### src/calc_pkg.sv
`default_nettype none

package calc_pkg;

    // opcode byte values carried in a command frame
    typedef enum logic [7:0] {
        ADD = 8'd1,
        SUB = 8'd2,
        MUL = 8'd3,
        DIV = 8'd4
    } calc_op_t;

    // one decoded command
    // op stays a raw byte so unknown opcodes can be echoed back
    typedef struct packed {
        logic [7:0] a;
        logic [7:0] b;
        logic [7:0] op;
    } calc_cmd_t;

    // 16-bit arithmetic result
    typedef logic [15:0] calc_result_t;

    // command frame delimiters
    localparam logic [7:0] FRAME_HEADER = 8'h0C;
    localparam logic [7:0] FRAME_END = 8'h0A;

    // response frame lead and trailing pad bytes
    localparam logic [7:0] RESP_LEAD = 8'h20;
    localparam logic [7:0] RESP_PAD = 8'h00;

    // byte counts of both frames
    localparam int RESP_LEN = 8;
    localparam int PAYLOAD_LEN = 3;

    // saturated value returned for x / 0
    localparam calc_result_t DIV_ZERO_RESULT = 16'hFFFF;

endpackage : calc_pkg

`default_nettype wire

### src/uart_pkg.sv
`default_nettype none

package uart_pkg;

    // one character on the serial line
    typedef logic [7:0] uart_byte_t;

    // data bits per character, sent and received lsb first
    localparam int DATA_BITS = 8;

    // oversampling ticks spent in the stop bit
    // 16 ticks is one full bit time
    localparam int STOP_TICKS_DEFAULT = 16;

    // clocks per oversampling tick
    // 54 clocks at 100 MHz with 16x oversampling gives about 115200 baud
    localparam int BAUD_DIV_DEFAULT = 54;

endpackage : uart_pkg

`default_nettype wire

### src/baud_tick_gen.sv
`timescale 1ns/10ps
`default_nettype none

module baud_tick_gen import uart_pkg::*; #(
    parameter int BAUD_DIV = BAUD_DIV_DEFAULT
) (
    input  logic clk,
    input  logic reset,
    output logic tick
);

    // wide enough to hold BAUD_DIV - 1 even for BAUD_DIV of 1
    localparam int CNT_W = $clog2(BAUD_DIV + 1);

    logic [CNT_W-1:0] div_cnt;

    // free running divider that wraps at BAUD_DIV - 1
    always_ff @(posedge clk) begin
        if (reset) begin
            div_cnt <= '0;
            tick <= 1'b0;
        end else begin
            // single cycle pulse on the wrap
            tick <= (div_cnt == CNT_W'(BAUD_DIV - 1));
            if (div_cnt == CNT_W'(BAUD_DIV - 1)) begin
                div_cnt <= '0;
            end else begin
                div_cnt <= div_cnt + CNT_W'(1);
            end
        end
    end

endmodule : baud_tick_gen

`default_nettype wire

### src/calc_alu.sv
`timescale 1ns/10ps
`default_nettype none

module calc_alu import calc_pkg::*; (
    input  logic         clk,
    input  calc_cmd_t    alu_cmd,
    output calc_result_t alu_result
);

    calc_result_t a_ext;
    calc_result_t b_ext;

    // operands zero extended to result width
    assign a_ext = {8'h00, alu_cmd.a};
    assign b_ext = {8'h00, alu_cmd.b};

    always_ff @(posedge clk) begin
        case (alu_cmd.op)
            ADD: alu_result <= a_ext + b_ext;
            // wraps modulo 2^16 when b > a
            SUB: alu_result <= a_ext - b_ext;
            // 8x8 product always fits 16 bits
            MUL: alu_result <= a_ext * b_ext;
            DIV: begin
                if (alu_cmd.b == 8'h00) begin
                    alu_result <= DIV_ZERO_RESULT;
                end else begin
                    alu_result <= a_ext / b_ext;
                end
            end
            // unknown opcode
            default: alu_result <= '0;
        endcase
    end

endmodule : calc_alu

`default_nettype wire

### src/cmd_frame_parser.sv
`timescale 1ns/10ps
`default_nettype none

module cmd_frame_parser import uart_pkg::*; import calc_pkg::*; (
    input  logic       clk,
    input  logic       reset,
    input  uart_byte_t rx_byte,
    input  logic       rx_valid,
    output calc_cmd_t  cmd,
    output logic       cmd_req,
    input  logic       cmd_ack
);

    typedef enum logic {
        P_HUNT,
        P_PAYLOAD
    } parse_state_t;

    parse_state_t state;
    // payload byte count, stops at PAYLOAD_LEN + 1
    logic [2:0]   pay_cnt;
    calc_cmd_t    frame_q;
    logic         frame_ok;
    logic         busy;

    assign frame_ok = (pay_cnt == 3'(PAYLOAD_LEN));
    // previous handshake not fully closed
    assign busy = cmd_req || cmd_ack;

    always_ff @(posedge clk) begin
        if (reset) begin
            state <= P_HUNT;
            pay_cnt <= '0;
            cmd_req <= 1'b0;
        end else begin
            if (cmd_req && cmd_ack) begin
                cmd_req <= 1'b0;
            end
            if (rx_valid) begin
                case (state)
                    P_HUNT: begin
                        // anything before the header is ignored
                        if (rx_byte == FRAME_HEADER) begin
                            state <= P_PAYLOAD;
                            pay_cnt <= '0;
                        end
                    end
                    P_PAYLOAD: begin
                        if (rx_byte == FRAME_END) begin
                            state <= P_HUNT;
                            // short, long or colliding frames are dropped
                            if (frame_ok && !busy) begin
                                cmd_req <= 1'b1;
                            end
                        end else if (pay_cnt <= 3'(PAYLOAD_LEN)) begin
                            pay_cnt <= pay_cnt + 3'd1;
                        end
                    end
                    default: state <= P_HUNT;
                endcase
            end
        end
    end

    // payload collection, order is a, b, opcode
    always_ff @(posedge clk) begin
        if (rx_valid && state == P_PAYLOAD && rx_byte != FRAME_END) begin
            case (pay_cnt)
                3'd0: frame_q.a <= rx_byte;
                3'd1: frame_q.b <= rx_byte;
                3'd2: frame_q.op <= rx_byte;
                default: frame_q <= frame_q;
            endcase
        end
    end

    // presented command held stable while the next frame builds
    always_ff @(posedge clk) begin
        if (rx_valid && state == P_PAYLOAD && rx_byte == FRAME_END && frame_ok && !busy) begin
            cmd <= frame_q;
        end
    end

endmodule : cmd_frame_parser

`default_nettype wire

### src/response_sender.sv
`timescale 1ns/10ps
`default_nettype none

module response_sender import uart_pkg::*; import calc_pkg::*; (
    input  logic       clk,
    input  logic       reset,
    input  calc_cmd_t  cmd,
    input  logic       cmd_req,
    output logic       cmd_ack,
    output uart_byte_t tx_byte,
    output logic       tx_req,
    input  logic       tx_ack
);

    typedef enum logic [2:0] {
        S_IDLE,
        S_ALU,
        S_CAPTURE,
        S_SEND,
        S_DRAIN
    } send_state_t;

    send_state_t  state;
    calc_cmd_t    alu_cmd;
    calc_result_t alu_result;
    calc_result_t result_q;
    logic [2:0]   byte_idx;

    calc_alu alu_i (
        .clk        (clk),
        .alu_cmd    (alu_cmd),
        .alu_result (alu_result)
    );

    always_ff @(posedge clk) begin
        if (reset) begin
            state <= S_IDLE;
            cmd_ack <= 1'b0;
            tx_req <= 1'b0;
            byte_idx <= '0;
        end else begin
            // close the command handshake once req drops
            if (cmd_ack && !cmd_req) begin
                cmd_ack <= 1'b0;
            end
            case (state)
                S_IDLE: begin
                    if (cmd_req && !cmd_ack) begin
                        state <= S_ALU;
                    end
                end
                // alu registers its result this clock
                S_ALU: begin
                    cmd_ack <= 1'b1;
                    state <= S_CAPTURE;
                end
                S_CAPTURE: begin
                    byte_idx <= '0;
                    tx_req <= 1'b1;
                    state <= S_SEND;
                end
                S_SEND: begin
                    if (tx_ack) begin
                        tx_req <= 1'b0;
                        state <= S_DRAIN;
                    end
                end
                S_DRAIN: begin
                    // next byte only after the transmitter drops ack
                    if (!tx_ack) begin
                        if (byte_idx == 3'(RESP_LEN - 1)) begin
                            state <= S_IDLE;
                        end else begin
                            byte_idx <= byte_idx + 3'd1;
                            tx_req <= 1'b1;
                            state <= S_SEND;
                        end
                    end
                end
                default: state <= S_IDLE;
            endcase
        end
    end

    // command and result held for the whole response
    always_ff @(posedge clk) begin
        if (state == S_IDLE && cmd_req && !cmd_ack) begin
            alu_cmd <= cmd;
        end
        if (state == S_CAPTURE) begin
            result_q <= alu_result;
        end
    end

    // response frame layout
    always_comb begin
        case (byte_idx)
            3'd0: tx_byte = RESP_LEAD;
            3'd1: tx_byte = alu_cmd.a;
            3'd2: tx_byte = alu_cmd.b;
            3'd3: tx_byte = alu_cmd.op;
            3'd4: tx_byte = result_q[15:8];
            3'd5: tx_byte = result_q[7:0];
            3'd6: tx_byte = FRAME_END;
            default: tx_byte = RESP_PAD;
        endcase
    end

endmodule : response_sender

`default_nettype wire

### src/uart_calc_top.sv
`timescale 1ns/10ps
`default_nettype none

module uart_calc_top import uart_pkg::*; import calc_pkg::*; #(
    parameter int BAUD_DIV = BAUD_DIV_DEFAULT,
    parameter int STOP_TICKS = STOP_TICKS_DEFAULT
) (
    input  logic clk,
    input  logic reset,
    input  logic rx,
    output logic tx
);

    logic       tick;
    uart_byte_t rx_byte;
    logic       rx_valid;
    calc_cmd_t  cmd;
    logic       cmd_req;
    logic       cmd_ack;
    uart_byte_t tx_byte;
    logic       tx_req;
    logic       tx_ack;

    // shared oversampling tick for both directions
    baud_tick_gen #(
        .BAUD_DIV (BAUD_DIV)
    ) baud_i (
        .clk   (clk),
        .reset (reset),
        .tick  (tick)
    );

    uart_rx #(
        .STOP_TICKS (STOP_TICKS)
    ) rx_i (
        .clk      (clk),
        .reset    (reset),
        .tick     (tick),
        .rx       (rx),
        .rx_byte  (rx_byte),
        .rx_valid (rx_valid)
    );

    cmd_frame_parser parser_i (
        .clk      (clk),
        .reset    (reset),
        .rx_byte  (rx_byte),
        .rx_valid (rx_valid),
        .cmd      (cmd),
        .cmd_req  (cmd_req),
        .cmd_ack  (cmd_ack)
    );

    // alu lives inside the sender
    response_sender sender_i (
        .clk     (clk),
        .reset   (reset),
        .cmd     (cmd),
        .cmd_req (cmd_req),
        .cmd_ack (cmd_ack),
        .tx_byte (tx_byte),
        .tx_req  (tx_req),
        .tx_ack  (tx_ack)
    );

    uart_tx #(
        .STOP_TICKS (STOP_TICKS)
    ) tx_i (
        .clk     (clk),
        .reset   (reset),
        .tick    (tick),
        .tx_byte (tx_byte),
        .tx_req  (tx_req),
        .tx_ack  (tx_ack),
        .tx      (tx)
    );

endmodule : uart_calc_top

`default_nettype wire

### src/uart_rx.sv
`timescale 1ns/10ps
`default_nettype none

module uart_rx import uart_pkg::*; #(
    parameter int STOP_TICKS = STOP_TICKS_DEFAULT
) (
    input  logic       clk,
    input  logic       reset,
    input  logic       tick,
    input  logic       rx,
    output uart_byte_t rx_byte,
    output logic       rx_valid
);

    typedef enum logic [1:0] {
        RX_IDLE,
        RX_START,
        RX_DATA,
        RX_STOP
    } rx_state_t;

    rx_state_t  state;
    logic [3:0] tick_cnt;
    logic [2:0] bit_cnt;
    logic [1:0] rx_sync;
    logic       rx_s;
    uart_byte_t shift_q;

    // two flop synchronizer, line idles high
    always_ff @(posedge clk) begin
        if (reset) begin
            rx_sync <= 2'b11;
        end else begin
            rx_sync <= {rx_sync[0], rx};
        end
    end

    assign rx_s = rx_sync[1];

    always_ff @(posedge clk) begin
        if (reset) begin
            state <= RX_IDLE;
            tick_cnt <= '0;
            bit_cnt <= '0;
            rx_valid <= 1'b0;
        end else begin
            rx_valid <= 1'b0;
            case (state)
                RX_IDLE: begin
                    // falling edge opens the start bit
                    if (!rx_s) begin
                        state <= RX_START;
                        tick_cnt <= '0;
                    end
                end
                RX_START: begin
                    if (tick) begin
                        if (tick_cnt == 4'd7) begin
                            // half a bit in, line must still be low
                            // otherwise it was a glitch
                            tick_cnt <= '0;
                            bit_cnt <= '0;
                            state <= rx_s ? RX_IDLE : RX_DATA;
                        end else begin
                            tick_cnt <= tick_cnt + 4'd1;
                        end
                    end
                end
                RX_DATA: begin
                    if (tick) begin
                        if (tick_cnt == 4'd15) begin
                            tick_cnt <= '0;
                            if (bit_cnt == 3'(DATA_BITS - 1)) begin
                                state <= RX_STOP;
                            end else begin
                                bit_cnt <= bit_cnt + 3'd1;
                            end
                        end else begin
                            tick_cnt <= tick_cnt + 4'd1;
                        end
                    end
                end
                RX_STOP: begin
                    if (tick) begin
                        // middle of the stop bit, character done
                        if (tick_cnt == 4'(STOP_TICKS - 1)) begin
                            state <= RX_IDLE;
                            rx_valid <= 1'b1;
                        end else begin
                            tick_cnt <= tick_cnt + 4'd1;
                        end
                    end
                end
                default: state <= RX_IDLE;
            endcase
        end
    end

    // data shifted in lsb first at each bit middle
    always_ff @(posedge clk) begin
        if (state == RX_DATA && tick && tick_cnt == 4'd15) begin
            shift_q <= {rx_s, shift_q[7:1]};
        end
    end

    assign rx_byte = shift_q;

endmodule : uart_rx

`default_nettype wire

### src/uart_tx.sv
`timescale 1ns/10ps
`default_nettype none

module uart_tx import uart_pkg::*; #(
    parameter int STOP_TICKS = STOP_TICKS_DEFAULT
) (
    input  logic       clk,
    input  logic       reset,
    input  logic       tick,
    input  uart_byte_t tx_byte,
    input  logic       tx_req,
    output logic       tx_ack,
    output logic       tx
);

    typedef enum logic [1:0] {
        TX_IDLE,
        TX_START,
        TX_DATA,
        TX_STOP
    } tx_state_t;

    tx_state_t  state;
    logic [3:0] tick_cnt;
    logic [2:0] bit_cnt;
    uart_byte_t shift_q;
    logic       bit_end;

    // one full bit time elapsed
    assign bit_end = tick && (tick_cnt == 4'd15);

    always_ff @(posedge clk) begin
        if (reset) begin
            state <= TX_IDLE;
            tick_cnt <= '0;
            bit_cnt <= '0;
            tx_ack <= 1'b0;
        end else begin
            case (state)
                TX_IDLE: begin
                    // new request only once the last ack was released
                    if (tx_req && !tx_ack) begin
                        state <= TX_START;
                        tick_cnt <= '0;
                    end else if (tx_ack && !tx_req) begin
                        tx_ack <= 1'b0;
                    end
                end
                TX_START, TX_DATA: begin
                    if (tick) begin
                        tick_cnt <= tick_cnt + 4'd1;
                    end
                    if (bit_end && state == TX_START) begin
                        state <= TX_DATA;
                        bit_cnt <= '0;
                    end else if (bit_end) begin
                        if (bit_cnt == 3'(DATA_BITS - 1)) begin
                            state <= TX_STOP;
                        end else begin
                            bit_cnt <= bit_cnt + 3'd1;
                        end
                    end
                end
                TX_STOP: begin
                    if (tick) begin
                        // stop bit complete, report and hold ack
                        if (tick_cnt == 4'(STOP_TICKS - 1)) begin
                            state <= TX_IDLE;
                            tx_ack <= 1'b1;
                        end else begin
                            tick_cnt <= tick_cnt + 4'd1;
                        end
                    end
                end
                default: state <= TX_IDLE;
            endcase
        end
    end

    // load on accept, shift lsb first at each data bit end
    always_ff @(posedge clk) begin
        if (state == TX_IDLE && tx_req && !tx_ack) begin
            shift_q <= tx_byte;
        end else if (state == TX_DATA && bit_end) begin
            shift_q <= {1'b0, shift_q[7:1]};
        end
    end

    // line level from state, high when idle or in stop
    always_comb begin
        case (state)
            TX_START: tx = 1'b0;
            TX_DATA:  tx = shift_q[0];
            default:  tx = 1'b1;
        endcase
    end

endmodule : uart_tx

`default_nettype wire
### config.mk
export PLATFORM = sky130hd
export DESIGN_NAME = uart_calc_top
export DESIGN_NICKNAME = d
export VERILOG_FILES = /design/src/calc_pkg.sv /design/src/uart_pkg.sv /design/src/baud_tick_gen.sv /design/src/calc_alu.sv /design/src/cmd_frame_parser.sv /design/src/response_sender.sv /design/src/uart_calc_top.sv /design/src/uart_rx.sv /design/src/uart_tx.sv
export SDC_FILE = /design/constraint.sdc
export NUM_CORES = 1
export LEC_CHECK = 0
export BUFFER_PORTS_ARGS = -buffer_cell sky130_fd_sc_hd__buf_2
export CORE_AREA = 4 4 179 181
export CTS_BUF_LIST = sky130_fd_sc_hd__clkbuf_4
export DETAILED_ROUTE_END_ITERATION = 8
export DIE_AREA = 0 0 183 185
export RECOVER_POWER = 25
export SYNTH_ARGS = -nofsm -noshare
export SYNTH_HDL_FRONTEND = slang
export SYNTH_HIERARCHICAL = 1
export SYNTH_SLANG_ARGS = --single-unit
### constraint.sdc
create_clock -name clk -period 42.3 [get_ports clk]
set_clock_uncertainty 0.1 [all_clocks]
set_input_delay 2.115 -clock clk [delete_from_list [all_inputs] [get_ports clk]]
set_output_delay 2.115 -clock clk [all_outputs]
set_load 0.05 [all_outputs]
==> flow_summary.json <==
{
  "grt_pass1_wl_um": 57200,
  "path_buf_inv": 3,
  "setup_viol": 0,
  "path_max_fanout": 19,
  "routed_wl_um": 34000,
  "vias": 11500,
  "synth_simple_gate_area_share_pct": 17.6,
  "placed_cells": 1940,
  "drive_above_1_share_pct": 7.99,
  "p_leak_nw": 6.29,
  "final_cells": 1973,
  "grt_max_degree": 39,
  "design_area_um2": 15100,
  "grt_overflow": 0,
  "syn_avg_cell_area_um2": 9.20,
  "gp_congestion": 0.877,
  "end_kind": "flip-flop",
  "drc": 0,
  "max_slew.worst_pin.slew_ns": 1.02,
  "ctsHoldBuffers": 0,
  "critical_path_class": "reg -> reg",
  "maxCapViolCount": 0,
  "cts.sinks": 162,
  "io_pins": 4,
  "netlist_area_um2": 14400,
  "ys_warn_count": 6,
  "maxSlewViolCount": 0,
  "dr.pass1.iters": 6,
  "synth.distinct_cells": 97,
  "synth_edf_count": 104,
  "ir_worst_vdd_uv": 18.4,
  "rsz0062_at_grt": "false",
  "core-area_um2": 30400,
  "fin_nets": 1781,
  "async_flop_share_pct": 0,
  "final_common_cell": "ha_1",
  "cts_tree": "yes",
  "fin_crit_ns": 31.41,
  "gr-usage-all-layers_pct": 20.5,
  "die_h_um": 185,
  "avgViaCountPerCell": 5.82,
  "finalSetupTns_ns": 0,
  "first_global_vias": 11200,
  "synthAdderAreaFrac_pct": 20.6,
  "synthFlopType": "edfxtp_1",
  "power.density_nw_per_um2": 19.9,
  "cts_inserted_buffers": 17,
  "io_buffer_count": 3,
  "start_util_pct": 47.4,
  "hold_viol": 0,
  "drt_iter0_drc": 665,
  "clk_pin_slew_ns": 0.16,
  "final_cell_mix": "ha_1, nor2_1, nand2_1, inv_1, edfxtp_1",
  "synth.mux.area_fraction_pct": 3.45,
  "crit_family": "compound AO/OA/AOI/OAI gates",
  "hpwlAfterDp_um": 26000,
  "synth_compound_area_share_pct": 20.3,
  "clock_path_buffers": 2,
  "syn_inst": 1568,
  "status": "finished, final reports clean",
  "drtAntennaViolNets": 0,
  "cpMostUsedCell": "o21a_1",
  "synth-xor-area-share_pct": 3.94,
  "synth-seq-cells": 162,
  "cts_root_buf": "clkbuf_4",
  "antenna_found_initial": 1,
  "min-delay-path-class": "reg -> reg",
  "cts_resized": 0,
  "htree_levels": 4,
  "fill_cells": 2923,
  "placed_area_um2": 14900,
  "slew_headroom_pct": 32.1,
  "clock_latency_ns": 0.53,
  "ys_seq_area_share_pct": 29.7,
  "cp.required_ns": 42.65,
  "period_share_pct": 74.3,
  "wl_per_cell_um": 17.2,
  "fmax_ghz": 0.0318,
  "crit_path_start_kind": "flip-flop",
  "die-width_um": 183,
  "syn2layout_area_growth_pct": 4.95,
  "post_cts_buffers": 0,
  "max_stage_delay_ns": 0.78,
  "slowest_stage": "edfxtp_1",
  "cp.arrival_ns": 31.76,
  "die-area_um2": 33900,
  "fp-row-count": 64,
  "synth_top_family_by_area": "adder cells"
}
-- final timing paths --
path / startpoint / end / slack (ns) / depth (start not counted)
worst min-delay path: sender_i/alu_i/alu_result[6] / sender_i/result_q[6] / 0.32 / 0
worst max register to register: sender_i/alu_cmd[8] / sender_i/alu_i/alu_result[0] / 10.89 / 125
worst max-delay path: sender_i/alu_cmd[8] / sender_i/alu_i/alu_result[0] / 10.89 / 125
worst min register to register: sender_i/alu_i/alu_result[6] / sender_i/result_q[6] / 0.32 / 0
-- kinds of logic (layout without fill, tap and decap cells) --
group	count (synthesis)	count (layout)
and+or+nand+nor	494	494
adders and majority gates	215	215
muxes	45	45
AOI/OAI and AO/OA	429	429
DFF	162	162
other	1	9
buffers and inverters	157	158
xor gates and xnor gates	65	65
-- cells in the mapped netlist (11+ instances only) --
library cell  instances  share of area [%]
ha_1                177                 15
nor2_1              121                3.1
nand2_1             112                2.9
inv_1               108                2.8
edfxtp_1            104                 22
a21oi_1              94                3.3
o21ai_0              71                2.5
dfxtp_1              58                8.0
nor3_1               49                1.7
o21a_1               42                2.2
xnor2_1              39                2.4
fa_1                 38                5.3
nand3_1              37                1.3
clkbuf_1             33               0.86
nand2b_1             27                1.2
mux2_2               26                2.0
xor2_1               26                1.6
o211ai_1             24                1.2
a21o_1               23                1.2
and2_1               23                1.0
or3_1                23                1.0
nor2b_1              22               0.95
o31ai_1              20                1.0
mux2i_1              15                1.0
o21bai_1             14               0.73
a221oi_1             13               0.79
a31oi_1              13               0.56
nand4_1              11               0.48
-- state kept, by name, summed over array words and instances (netlist names), 4 cells and up, named ones only --
name and cells:
baud_i/div_cnt 6, parser_i/frame_q 24, sender_i/alu_i/alu_result 16, tx_i/tick_cnt 4, sender_i/alu_cmd 24, tx_i/shift_q 8
sender_i/result_q 16, parser_i/cmd 24, rx_i/tick_cnt 4, rx_i/rx_byte 8
-- metal layers --
layer | vias to the layer above | part of all wire, % | wire length, um | global-route usage [%]
met1 | 5470 | 46 | 15700 | 27.5
met3 | 41 | 3.3 | 1110 | 1.92
met4 | 0 | 1.8 | 612 | 5.30
li1 | 5770 | - | - | -
met2 | 203 | 49 | 16600 | 35.8
met5 | - | 0 | 0 | 0
-- power by group --
part           internal, mW  leakage (nW)  switching (mW)
clock                0.0325         0.164          0.0575
sequential            0.167          1.41        0.000740
combinational        0.0184          4.72          0.0252
total                 0.218          6.29          0.0835
-- metrics by stage --
stage	worst slack (ns)	utilization, %	total power, mW	hold slack (ns)
2_1_floorplan	15.21	-	0.206	0.286
3_3_place_gp	11.85	48.8	0.214	0.289
3_5_place_dp	11.26	48.8	0.214	0.290
4_1_cts	11.17	49.8	0.305	0.321
5_1_grt	7.92	49.8	0.320	0.326
6_report	10.89	49.8	0.301	0.321
-- cell type report --
class / count / area, um2 / share of cell area (%)
clock inverters: 15 / 165 / 1.09
inverters: 109 / 409 / 2.70
diodes: 1 / 2.50 / 0.0165
repair buffers: 17 / 120 / 0.793
multi-input cells: 1256 / 9540 / 63.0
flip-flops and latches: 162 / 4280 / 28.3
clock buffers: 17 / 128 / 0.843
well taps: 396 / 495 / 3.27
-- worst register-to-register path: cells and delay by family, from the launching register on --
family | cells | cell delay (ns)
multiplexers | 4 | 1.35
buffers and inverters | 3 | 0.82
AND/OR/NAND/NOR | 37 | 9.08
flip-flops | 1 | 0.78
adder cells (fa/ha/maj) | 14 | 4.25
AO/OA/AOI/OAI | 67 | 14.97
Power figures use the tool's default switching activity.
